### src/usb_capture_pkg.sv
// shared widths, fifo entry tags, pid values and capture state enum
package usb_capture_pkg;

    typedef logic [7:0] byte_t;
    typedef logic [1:0] tag_t;
    typedef logic [7:0] count_t;
    // tag in the upper bits, byte below
    typedef logic [9:0] entry_t;

    localparam tag_t TAG_PID     = 2'd0;
    localparam tag_t TAG_DATA    = 2'd1;
    localparam tag_t TAG_END_OK  = 2'd2;
    localparam tag_t TAG_END_ERR = 2'd3;

    // decoded lsb first, seven zeros then a one
    localparam byte_t SYNC_BYTE = 8'h80;

    // full pid bytes, check nibble in the upper half
    localparam byte_t PID_OUT   = 8'hE1;
    localparam byte_t PID_IN    = 8'h69;
    localparam byte_t PID_SOF   = 8'hA5;
    localparam byte_t PID_SETUP = 8'h2D;
    localparam byte_t PID_DATA0 = 8'hC3;
    localparam byte_t PID_DATA1 = 8'h4B;
    localparam byte_t PID_ACK   = 8'hD2;
    localparam byte_t PID_NAK   = 8'h5A;

    typedef enum logic [2:0] {
        IDLE = 3'd0,
        SYNC = 3'd1,
        PID  = 3'd2,
        DATA = 3'd3,
        EOP  = 3'd4
    } capture_state_t;

endpackage

### src/capture_fifo.sv
// tagged entry fifo with valid/ready read side and saturating drop counter
module capture_fifo #(
    parameter int FIFO_DEPTH = 16
) (
    input  logic                    clk,
    input  logic                    reset,
    input  logic                    wr_en,
    input  usb_capture_pkg::tag_t   wr_tag,
    input  usb_capture_pkg::byte_t  wr_data,
    input  logic                    out_ready,
    output logic                    out_valid,
    output usb_capture_pkg::tag_t   out_tag,
    output usb_capture_pkg::byte_t  out_data,
    output usb_capture_pkg::count_t drop_count
);
    import usb_capture_pkg::*;

    localparam int ADDR_W = $clog2(FIFO_DEPTH);

    entry_t mem [FIFO_DEPTH];
    entry_t head;
    logic [ADDR_W:0] wr_ptr;
    logic [ADDR_W:0] rd_ptr;
    logic full;
    logic rd_fire;
    logic wr_accept;
    logic wr_drop;

    // extra pointer bit tells full from empty
    assign full      = (wr_ptr[ADDR_W] != rd_ptr[ADDR_W]) &&
                       (wr_ptr[ADDR_W-1:0] == rd_ptr[ADDR_W-1:0]);
    assign out_valid = (wr_ptr != rd_ptr);
    assign rd_fire   = out_valid && out_ready;
    // a read frees the slot in the same cycle
    assign wr_accept = wr_en && (!full || rd_fire);
    assign wr_drop   = wr_en && full && !rd_fire;

    assign head                = mem[rd_ptr[ADDR_W-1:0]];
    assign {out_tag, out_data} = head;

    always_ff @(posedge clk) begin
        if (wr_accept) begin
            mem[wr_ptr[ADDR_W-1:0]] <= {wr_tag, wr_data};
        end
    end

    always_ff @(posedge clk or posedge reset) begin
        if (reset) begin
            wr_ptr     <= '0;
            rd_ptr     <= '0;
            drop_count <= 8'd0;
        end else begin
            if (wr_accept) begin
                wr_ptr <= wr_ptr + 1'b1;
            end
            if (rd_fire) begin
                rd_ptr <= rd_ptr + 1'b1;
            end
            if (wr_drop && drop_count != 8'hFF) begin
                drop_count <= drop_count + 8'd1;
            end
        end
    end

endmodule

### src/usb_capture_top.sv
// capture subsystem top: line decoder, packet capture and output fifo
module usb_capture_top #(
    parameter int FIFO_DEPTH = 16
) (
    input  logic                    clk,
    input  logic                    reset,
    input  logic                    dp,
    input  logic                    dm,
    input  logic                    start_capture,
    input  logic                    out_ready,
    output logic                    out_valid,
    output usb_capture_pkg::tag_t   out_tag,
    output usb_capture_pkg::byte_t  out_data,
    output usb_capture_pkg::count_t packets_captured,
    output usb_capture_pkg::count_t drop_count
);
    import usb_capture_pkg::*;

    logic bit_valid;
    logic bit_value;
    logic line_se0;
    logic line_k;
    logic wr_en;
    tag_t wr_tag;
    byte_t wr_data;

    usb_line_decoder u_decoder (
        .clk       (clk),
        .reset     (reset),
        .dp        (dp),
        .dm        (dm),
        .bit_valid (bit_valid),
        .bit_value (bit_value),
        .line_se0  (line_se0),
        .line_k    (line_k)
    );

    usb_packet_capture u_capture (
        .clk              (clk),
        .reset            (reset),
        .start_capture    (start_capture),
        .bit_valid        (bit_valid),
        .bit_value        (bit_value),
        .line_se0         (line_se0),
        .line_k           (line_k),
        .wr_en            (wr_en),
        .wr_tag           (wr_tag),
        .wr_data          (wr_data),
        .packets_captured (packets_captured)
    );

    capture_fifo #(
        .FIFO_DEPTH (FIFO_DEPTH)
    ) u_fifo (
        .clk        (clk),
        .reset      (reset),
        .wr_en      (wr_en),
        .wr_tag     (wr_tag),
        .wr_data    (wr_data),
        .out_ready  (out_ready),
        .out_valid  (out_valid),
        .out_tag    (out_tag),
        .out_data   (out_data),
        .drop_count (drop_count)
    );

endmodule

### src/usb_line_decoder.sv
// line synchronizer, j/k/se0 classification, nrzi decoder and bit unstuffer
module usb_line_decoder (
    input  logic clk,
    input  logic reset,
    input  logic dp,
    input  logic dm,
    output logic bit_valid,
    output logic bit_value,
    output logic line_se0,
    output logic line_k
);

    logic dp_s1;
    logic dm_s1;
    logic dp_s2;
    logic dm_s2;
    logic line_j;
    logic prev_j;
    logic nrzi_bit;
    logic in_packet;
    logic [2:0] ones_cnt;

    // two flop synchronizer, parked at j
    always_ff @(posedge clk or posedge reset) begin
        if (reset) begin
            dp_s1 <= 1'b1;
            dm_s1 <= 1'b0;
            dp_s2 <= 1'b1;
            dm_s2 <= 1'b0;
        end else begin
            dp_s1 <= dp;
            dm_s1 <= dm;
            dp_s2 <= dp_s1;
            dm_s2 <= dm_s1;
        end
    end

    assign line_j   = dp_s2 & ~dm_s2;
    assign line_k   = ~dp_s2 & dm_s2;
    assign line_se0 = ~dp_s2 & ~dm_s2;

    // no transition decodes as one
    assign nrzi_bit = (line_j == prev_j);

    // stuffing is only tracked once the first transition after idle has been seen,
    // so a long idle j run can never swallow the first sync bit
    always_ff @(posedge clk or posedge reset) begin
        if (reset) begin
            bit_valid <= 1'b0;
            bit_value <= 1'b0;
            prev_j    <= 1'b1;
            in_packet <= 1'b0;
            ones_cnt  <= 3'd0;
        end else begin
            bit_valid <= 1'b0;
            if (line_se0) begin
                prev_j    <= 1'b1;
                in_packet <= 1'b0;
                ones_cnt  <= 3'd0;
            end else if (line_j || line_k) begin
                prev_j    <= line_j;
                bit_value <= nrzi_bit;
                if (in_packet && ones_cnt == 3'd6) begin
                    // stuffed zero, dropped
                    ones_cnt <= 3'd0;
                end else begin
                    bit_valid <= 1'b1;
                    if (!nrzi_bit) begin
                        ones_cnt  <= 3'd0;
                        in_packet <= 1'b1;
                    end else if (in_packet) begin
                        ones_cnt <= ones_cnt + 3'd1;
                    end
                end
            end
        end
    end

endmodule

### src/usb_packet_capture.sv
// packet capture fsm: sync hunt, pid check, byte assembly, end markers, packet count
module usb_packet_capture (
    input  logic                    clk,
    input  logic                    reset,
    input  logic                    start_capture,
    input  logic                    bit_valid,
    input  logic                    bit_value,
    input  logic                    line_se0,
    input  logic                    line_k,
    output logic                    wr_en,
    output usb_capture_pkg::tag_t   wr_tag,
    output usb_capture_pkg::byte_t  wr_data,
    output usb_capture_pkg::count_t packets_captured
);
    import usb_capture_pkg::*;

    capture_state_t state;
    capture_state_t state_n;
    logic [2:0] bit_cnt;
    logic [2:0] bit_cnt_n;
    byte_t shift_reg;
    byte_t byte_next;
    logic byte_done;
    logic pid_err;
    logic pid_err_n;
    byte_t data_cnt;
    byte_t data_cnt_n;
    count_t pkt_cnt_n;
    logic wr_en_n;
    tag_t wr_tag_n;
    byte_t wr_data_n;

    // lsb first
    assign byte_next = {bit_value, shift_reg[7:1]};
    assign byte_done = bit_valid && (bit_cnt == 3'd7);

    always_comb begin
        state_n    = state;
        bit_cnt_n  = bit_cnt;
        pid_err_n  = pid_err;
        data_cnt_n = data_cnt;
        pkt_cnt_n  = packets_captured;
        wr_en_n    = 1'b0;
        wr_tag_n   = TAG_DATA;
        wr_data_n  = byte_next;

        if (bit_valid && state != IDLE && state != EOP) begin
            bit_cnt_n = bit_cnt + 3'd1;
        end

        case (state)
            IDLE: begin
                bit_cnt_n  = 3'd0;
                pid_err_n  = 1'b0;
                data_cnt_n = 8'd0;
                if (start_capture && line_k) begin
                    state_n = SYNC;
                end
            end
            SYNC: begin
                if (line_se0) begin
                    state_n = IDLE;
                end else if (byte_done) begin
                    state_n = (byte_next == SYNC_BYTE) ? PID : IDLE;
                end
            end
            PID: begin
                if (byte_done) begin
                    wr_en_n   = 1'b1;
                    wr_tag_n  = TAG_PID;
                    pid_err_n = (byte_next[3:0] != ~byte_next[7:4]);
                    state_n   = DATA;
                end else if (line_se0) begin
                    // cut short before the pid was complete
                    wr_en_n   = 1'b1;
                    wr_tag_n  = TAG_END_ERR;
                    wr_data_n = data_cnt;
                    pkt_cnt_n = packets_captured + 8'd1;
                    state_n   = EOP;
                end
            end
            DATA: begin
                // a byte finishing alongside se0 goes first, the
                // second se0 bit then closes the packet
                if (byte_done) begin
                    wr_en_n    = 1'b1;
                    wr_tag_n   = TAG_DATA;
                    data_cnt_n = data_cnt + 8'd1;
                end else if (line_se0) begin
                    wr_en_n   = 1'b1;
                    wr_data_n = data_cnt;
                    if (pid_err || bit_cnt != 3'd0 || bit_valid) begin
                        wr_tag_n = TAG_END_ERR;
                    end else begin
                        wr_tag_n = TAG_END_OK;
                    end
                    pkt_cnt_n = packets_captured + 8'd1;
                    state_n   = EOP;
                end
            end
            EOP: begin
                if (!line_se0) begin
                    state_n = IDLE;
                end
            end
            default: begin
                state_n = IDLE;
            end
        endcase
    end

    always_ff @(posedge clk or posedge reset) begin
        if (reset) begin
            state            <= IDLE;
            bit_cnt          <= 3'd0;
            pid_err          <= 1'b0;
            data_cnt         <= 8'd0;
            packets_captured <= 8'd0;
            wr_en            <= 1'b0;
        end else begin
            state            <= state_n;
            bit_cnt          <= bit_cnt_n;
            pid_err          <= pid_err_n;
            data_cnt         <= data_cnt_n;
            packets_captured <= pkt_cnt_n;
            wr_en            <= wr_en_n;
        end
    end

    always_ff @(posedge clk) begin
        if (bit_valid) begin
            shift_reg <= byte_next;
        end
        wr_tag  <= wr_tag_n;
        wr_data <= wr_data_n;
    end

endmodule

### config.mk
export PLATFORM = sky130hd
export DESIGN_NAME = usb_capture_top
export DESIGN_NICKNAME = d
export VERILOG_FILES = /design/src/usb_capture_pkg.sv /design/src/capture_fifo.sv /design/src/usb_capture_top.sv /design/src/usb_line_decoder.sv /design/src/usb_packet_capture.sv
export SDC_FILE = /design/constraint.sdc
export NUM_CORES = 1
export LEC_CHECK = 0
export BUFFER_PORTS_ARGS = -buffer_cell sky130_fd_sc_hd__buf_2
export CAP_MARGIN = 20
export CORE_MARGIN = 1
export CORE_UTILIZATION = 65
export CTS_CLUSTER_SIZE = 40
export DETAILED_ROUTE_END_ITERATION = 8
export MAX_ROUTING_LAYER = met4
export PLACE_DENSITY = 0.93
export REMOVE_ABC_BUFFERS = 1
export SYNTH_ARGS = -nofsm -noshare
export SYNTH_HDL_FRONTEND = slang
export SYNTH_SLANG_ARGS = --single-unit
### constraint.sdc
create_clock -name clk -period 6.4 [get_ports clk]
set_clock_uncertainty 0.2 [all_clocks]
set_input_delay 0.96 -clock clk [delete_from_list [all_inputs] [get_ports clk]]
set_output_delay 0.96 -clock clk [all_outputs]
set_load 0.005 [all_outputs]
Word-level counts from Yosys, hierarchy flattened. Memory sizes are Yosys's and may differ from the RTL's. Cells that the tools add are included. Widths: inputs -> output; s select.

Input port bits: 6. RAM bits: 160. Memories kept: 1. Output and inout bits: 27. Register bits: 71. Word-level logic and storage cells: 135.

Mux-type cells: 43. Bitwise operators: 8. $add $sub $neg: 7. Reduce and logical (&&, ||, !) cells: 32. Equal/unequal tests: 23.

Memory list: u_fifo.mem (words 16, width 10, rd ports 1, clocked after memory_dff 0, write ports 1, line capture_fifo.sv:20) `entry_t mem [FIFO_DEPTH];`.

Operators with widths (count): $mux 3 (14); $mux 8 (4); $add 8x1->8 const B (3); $mux 1 (16); $pmux 8 s2 (1); $pmux 3 s5 (1); $logic_and 1x1->1 (11); $add 5x1->5 const B (2); $mux 2 (5); $ne 2x1->1 const B (5); $eq 3x3->1 const B (3); $eq 8x8->1 const B (1); $ne 8x8->1 const B (1); $reduce_and 2->1 (4); $reduce_bool 2->1 (4); $add 3x1->3 const B (2); $eq 3x2->1 const B (2); $reduce_and 3->1 (2); $reduce_bool 3->1 (2); $ne 5x5->1 (1); $eq 4x4->1 (1); $logic_or 1x1->1 (4); $ne 2x2->1 const B (2); $ne 4x3->1 const B (1); other kinds (15) (21).

Longest topological paths before layout.
Depth in word-level cells: 7. Gate-level depth with buffers: 7. Gate-level depth less buffers: 7.

By module. From an unflattened synthesis, not the netlist that was laid out.

Cell total of the unflattened synthesis: 553. Area, all modules: 9420.3 µm².

By module, submodules not included: capture_fifo (area an instance 7080.5 µm², times used 1, cells an instance 352, sequential area each 5255.0 µm²); usb_packet_capture (area an instance 1840.5 µm², times used 1, cells an instance 158, sequential area each 1011.0 µm²); usb_line_decoder (area an instance 499.2 µm², times used 1, cells an instance 43, sequential area each 279.0 µm²).

Least setup slack after synthesis. No wires, ideal clock.

Path type: register to output. Start: reg u_fifo.rd_ptr[0]. End: out out_data[1]. Arrival: 1599 ps. Data required time: 5240 ps. Path buffers: 2. Slack: 3641 ps. Stages on the path, launching flop included: 6. Path through: dfrtp_1 > buf_2 > buf_2 > mux4_2 > a22oi_1 > nand2_1.

Word-level cells in the longest chain between the ends: 1.

Ends and longest elaborated chain: start, declared (line capture_fifo.sv:23) `logic [ADDR_W:0] rd_ptr;`; start signal, assigned (line capture_fifo.sv:57) `rd_ptr <= rd_ptr + 1'b1;`; $mem_v2 16x10; end, declared (line usb_capture_top.sv:13) `output usb_capture_pkg::byte_t out_data,`.

No other way between the ends.

Worst setup path after layout.
Start: reg u_fifo.rd_ptr[0]. End: out out_data[7].

The elaborated chain is that of the path after synthesis.

==> qor.txt <==
=================================================================================================
Most frequent standard cell in the layout excluding fill and tap cells               sky130_fd_sc_hd__edfxtp_1
Setup repair after global routing missed its margin                                         false
Max-slew violation count                                                                        0
Clock Sink Count                                                                              230
Final-layout fill cell count                                                                  801
Area share of the largest cell type after synthesis                                         0.527
Standard cell core area                                                               14100 sq um
Syn. warnings                                                                                   0
Sequential share of power                                                                   0.466
Worst Max-Slew Pin Slew                                                                   1.15 ns
Final hold violations                                                                           0
TritonCTS Buffers                                                                              23
CTS tree                                                                                     done
Cell internal power dissipation                                                         0.00275 W
Net switching fraction of the power                                                         0.269
Die width                                                                             123 microns
Result of the run                                                                    finished, final reports clean
Die Y-Extent                                                                          123 microns
Insertion delay to the later sink of the worst-skew pair                                  0.50 ns
Total negative slack for setup checks                                                        0 ns
Largest family of logic cells by synthesized area                                    multiplexers
Worst-path clk slew                                                                       0.06 ns
Overall die area                                                                      15100 sq um
Commonest non-fill, non-tap cells in the layout                                      sky130_fd_sc_hd__edfxtp_1, sky130_fd_sc_hd__nand2_1, sky130_fd_sc_hd__dfrtp_1, sky130_fd_sc_hd__mux4_2, sky130_fd_sc_hd__buf_2
Proportion of synthesized flip-flops having asynchronous set or reset                       0.230
Max-slew headroom                                                                           0.229
Global-route wire length before repair                                               31200 microns
Ant. Diodes                                                                                     0
Layout cells sized above 1                                                                  0.205
Signed area change from the synthesized netlist to the final layout                         10.8%
Number of flip-flops in the largest register                                                  160
Met1 layer usage reported by global route                                                   0.369
Most area-consuming cells after synthesis                                            sky130_fd_sc_hd__edfxtp_1, sky130_fd_sc_hd__dfrtp_1, sky130_fd_sc_hd__mux4_2
Total wire length                                                                    20000 microns
IO Port Bufs                                                                                   32
Final count of negative-setup-slack endpoints                                                   0
Mapped Area                                                                            9510 sq um
Power per cell area                                                                   356 nW/um^2
Share of synthesized cell area in full adder, half adder and majority cells                0.0224
DRC Markers                                                                                     0
Max Freq                                                                                0.250 GHz
R2R setup slack                                                                           3.62 ns
Met2 track utilization from global routing                                                  0.493
Root buffer cell                                                                     sky130_fd_sc_hd__clkbuf_16
Global Route Usage Sum                                                                      0.293
Quantity of hold-fixing buffers added after cts                                                 0
Multi-input gate area in the final layout                                              2780 sq um
Mean instance size in the synthesized netlist                                          16.2 sq um
IO Pins                                                                                        33
Area used by sequential logic in the layout                                            6550 sq um
Hold crit path type                                                                       reg2reg
Shortest period the worst path allows                                                     4.00 ns
Part of the cycle the worst path needs                                                      0.626
Initial cell density of the core                                                            0.675
Static power due to leakage                                                               3.94 nW
Complex-gate fraction of the synthesized area                                              0.0551
Sequential area share after synthesis                                                       0.688
Total congestion overflow after global routing                                                  0
Total chip power                                                                        0.00376 W
Mux cell area share after synthesis                                                        0.0993
Switching power total                                                                   0.00101 W
Crit path arrival time                                                                    2.84 ns
Data required time at the worst endpoint                                                  5.24 ns
Cell count after synthesis                                                                    586
Routed wire length per instance                                                      24.4 microns
First DRT Iteration DRCs                                                                      541
Buffer levels on the longest clock path                                                         3
Via count of the first global-routing pass                                                   5522
Max-cap violations                                                                              0
Sort of element at the end of the critical path                                       output port
Synthesized flop and latch total                                                              230
Count of flip-flops with a built-in enable after synthesis                                    167
Detailed Place HPWL                                                                  12000 microns
Number of antenna violations at the first check in global routing                               0
Gp weighted congestion                                                                      0.810
Mean number of vias per cell                                                                 6.56
Number of distinct library cell variants in the gate-level netlist after synthesis             56
Busiest layer in global routing                                                              met2
Pin count of the biggest net entering global routing                                           54
Number of H-tree branching levels                                                               1
Dominant cell type by area after synthesis                                           sky130_fd_sc_hd__edfxtp_1
Startpoint type of the worst setup path                                                 flip-flop
Final core utilization                                                                      0.748
Critical-path maximum fanout                                                                   33
Simple-gate portion of the synthesized area                                                0.0815
Worst hold slack across all endpoints                                                    0.156 ns
CTS-repair resized insts                                                                        0
Number of nets with antenna violations after detailed routing                                   0
Area share of xor/xnor cells in the synthesized design                                     0.0334
Path type of the worst setup path                                                         reg2out
GRT met3 Usage                                                                             0.0360
# nets final                                                                                  646
Share of power burned in the clock network                                                  0.343
Worst supply voltage drop on vdd                                                         0.250 mV
Drt pass-1 iters                                                                                5
Via count                                                                                    5362
Cell Rows                                                                                      43
Top FF cell, synth                                                                   sky130_fd_sc_hd__edfxtp_1
Postcts setup bufs                                                                              0
Combinational power share                                                                   0.192
=================================================================================================
-- routing by layer --
layer	vias to the layer above	wire length (microns)
li1	2325	-
met1	2726	7600
met2	265	10400
met3	46	1360
met4	0	607
met5	-	0
-- final timing paths --
check | start | endpoint | cells past startpoint
hold reg to reg | u_decoder.dm_s1$_DFF_PP0_ | u_decoder.dm_s2$_DFF_PP0_ | 0
hold / removal | u_decoder.dm_s1$_DFF_PP0_ | u_decoder.dm_s2$_DFF_PP0_ | 0
setup reg to reg | u_fifo.rd_ptr[0]$_DFFE_PP0P_ | u_fifo.mem[13][9]$_DFFE_PP_ | 4
min in group asynchronous | reset | u_fifo.rd_ptr[4]$_DFFE_PP0P_ | 2
max in group asynchronous | reset | u_decoder.dp_s2$_DFF_PP1_ | 3
setup / recovery | u_fifo.rd_ptr[0]$_DFFE_PP0P_ | out_data[7] | 5
-- critical path, stage by stage, from the launching register on --
cell	delay, ns
sky130_fd_sc_hd__dfrtp_2	0.61
sky130_fd_sc_hd__buf_4	0.61
sky130_fd_sc_hd__mux4_2	0.61
sky130_fd_sc_hd__a22oi_1	0.27
sky130_fd_sc_hd__nand2_1	0.09
sky130_fd_sc_hd__buf_2	0.13
-- synth_stat cells (all sizes together) (7+ instances only) --
cell type    n
inv         15
a21oi        7
nor2         7
dfxtp       10
nor2b       12
and3        18
xnor2       19
a22oi       20
nor3        12
dfrtp       50
nor4         9
clkbuf      11
o21ai       18
mux4        40
nand2       64
ha          17
xor2        13
edfxtp     167
buf         15
nand3       13
-- power by group through the flow --
stage,Combinational (W),Clock (W),Sequential (W)
after global routing,0.000775,0.00136,0.00176
after floorplan,0.000447,0,0.00182
after global placement,0.000683,0,0.00177
after CTS,0.000724,0.00129,0.00175
after detailed placement,0.000710,0,0.00178
final,0.000719,0.00129,0.00175
-- cell type report --
class | count | area share
repair buffers | 38 | 0.0210
well taps | 180 | 0.0214
inverters | 16 | 0.00570
clock inverters | 11 | 0.0108
flip-flops and latches | 230 | 0.621
clock buffers | 29 | 0.0567
multi-input cells | 314 | 0.263
-- metrics by stage --
| step | worst slack [ns] | instance area (sq um) | cells |
|---|---|---|---|
| after floorplan | 2.55 | 9380 | 560 |
| after global placement | 2.99 | 9800 | 776 |
| after detailed placement | 2.89 | 9810 | 777 |
| after CTS | 2.35 | 10500 | 817 |
| after global routing | 2.22 | 10500 | 818 |
| final | 2.40 | 10500 | 818 |
-- cell families (layout without fill, tap and decap cells) --
kind of cell             Yosys count  in the layout
flip-flops                       230            230
AO/OA/AOI/OAI                     73             73
XOR/XNOR                          32             32
adder cells (fa/ha/maj)           17             17
AND/OR/NAND/NOR                  148            148
multiplexers                      44             44
buffers and inverters             42             94
No activity file was read; power rests on OpenSTA's default activity.
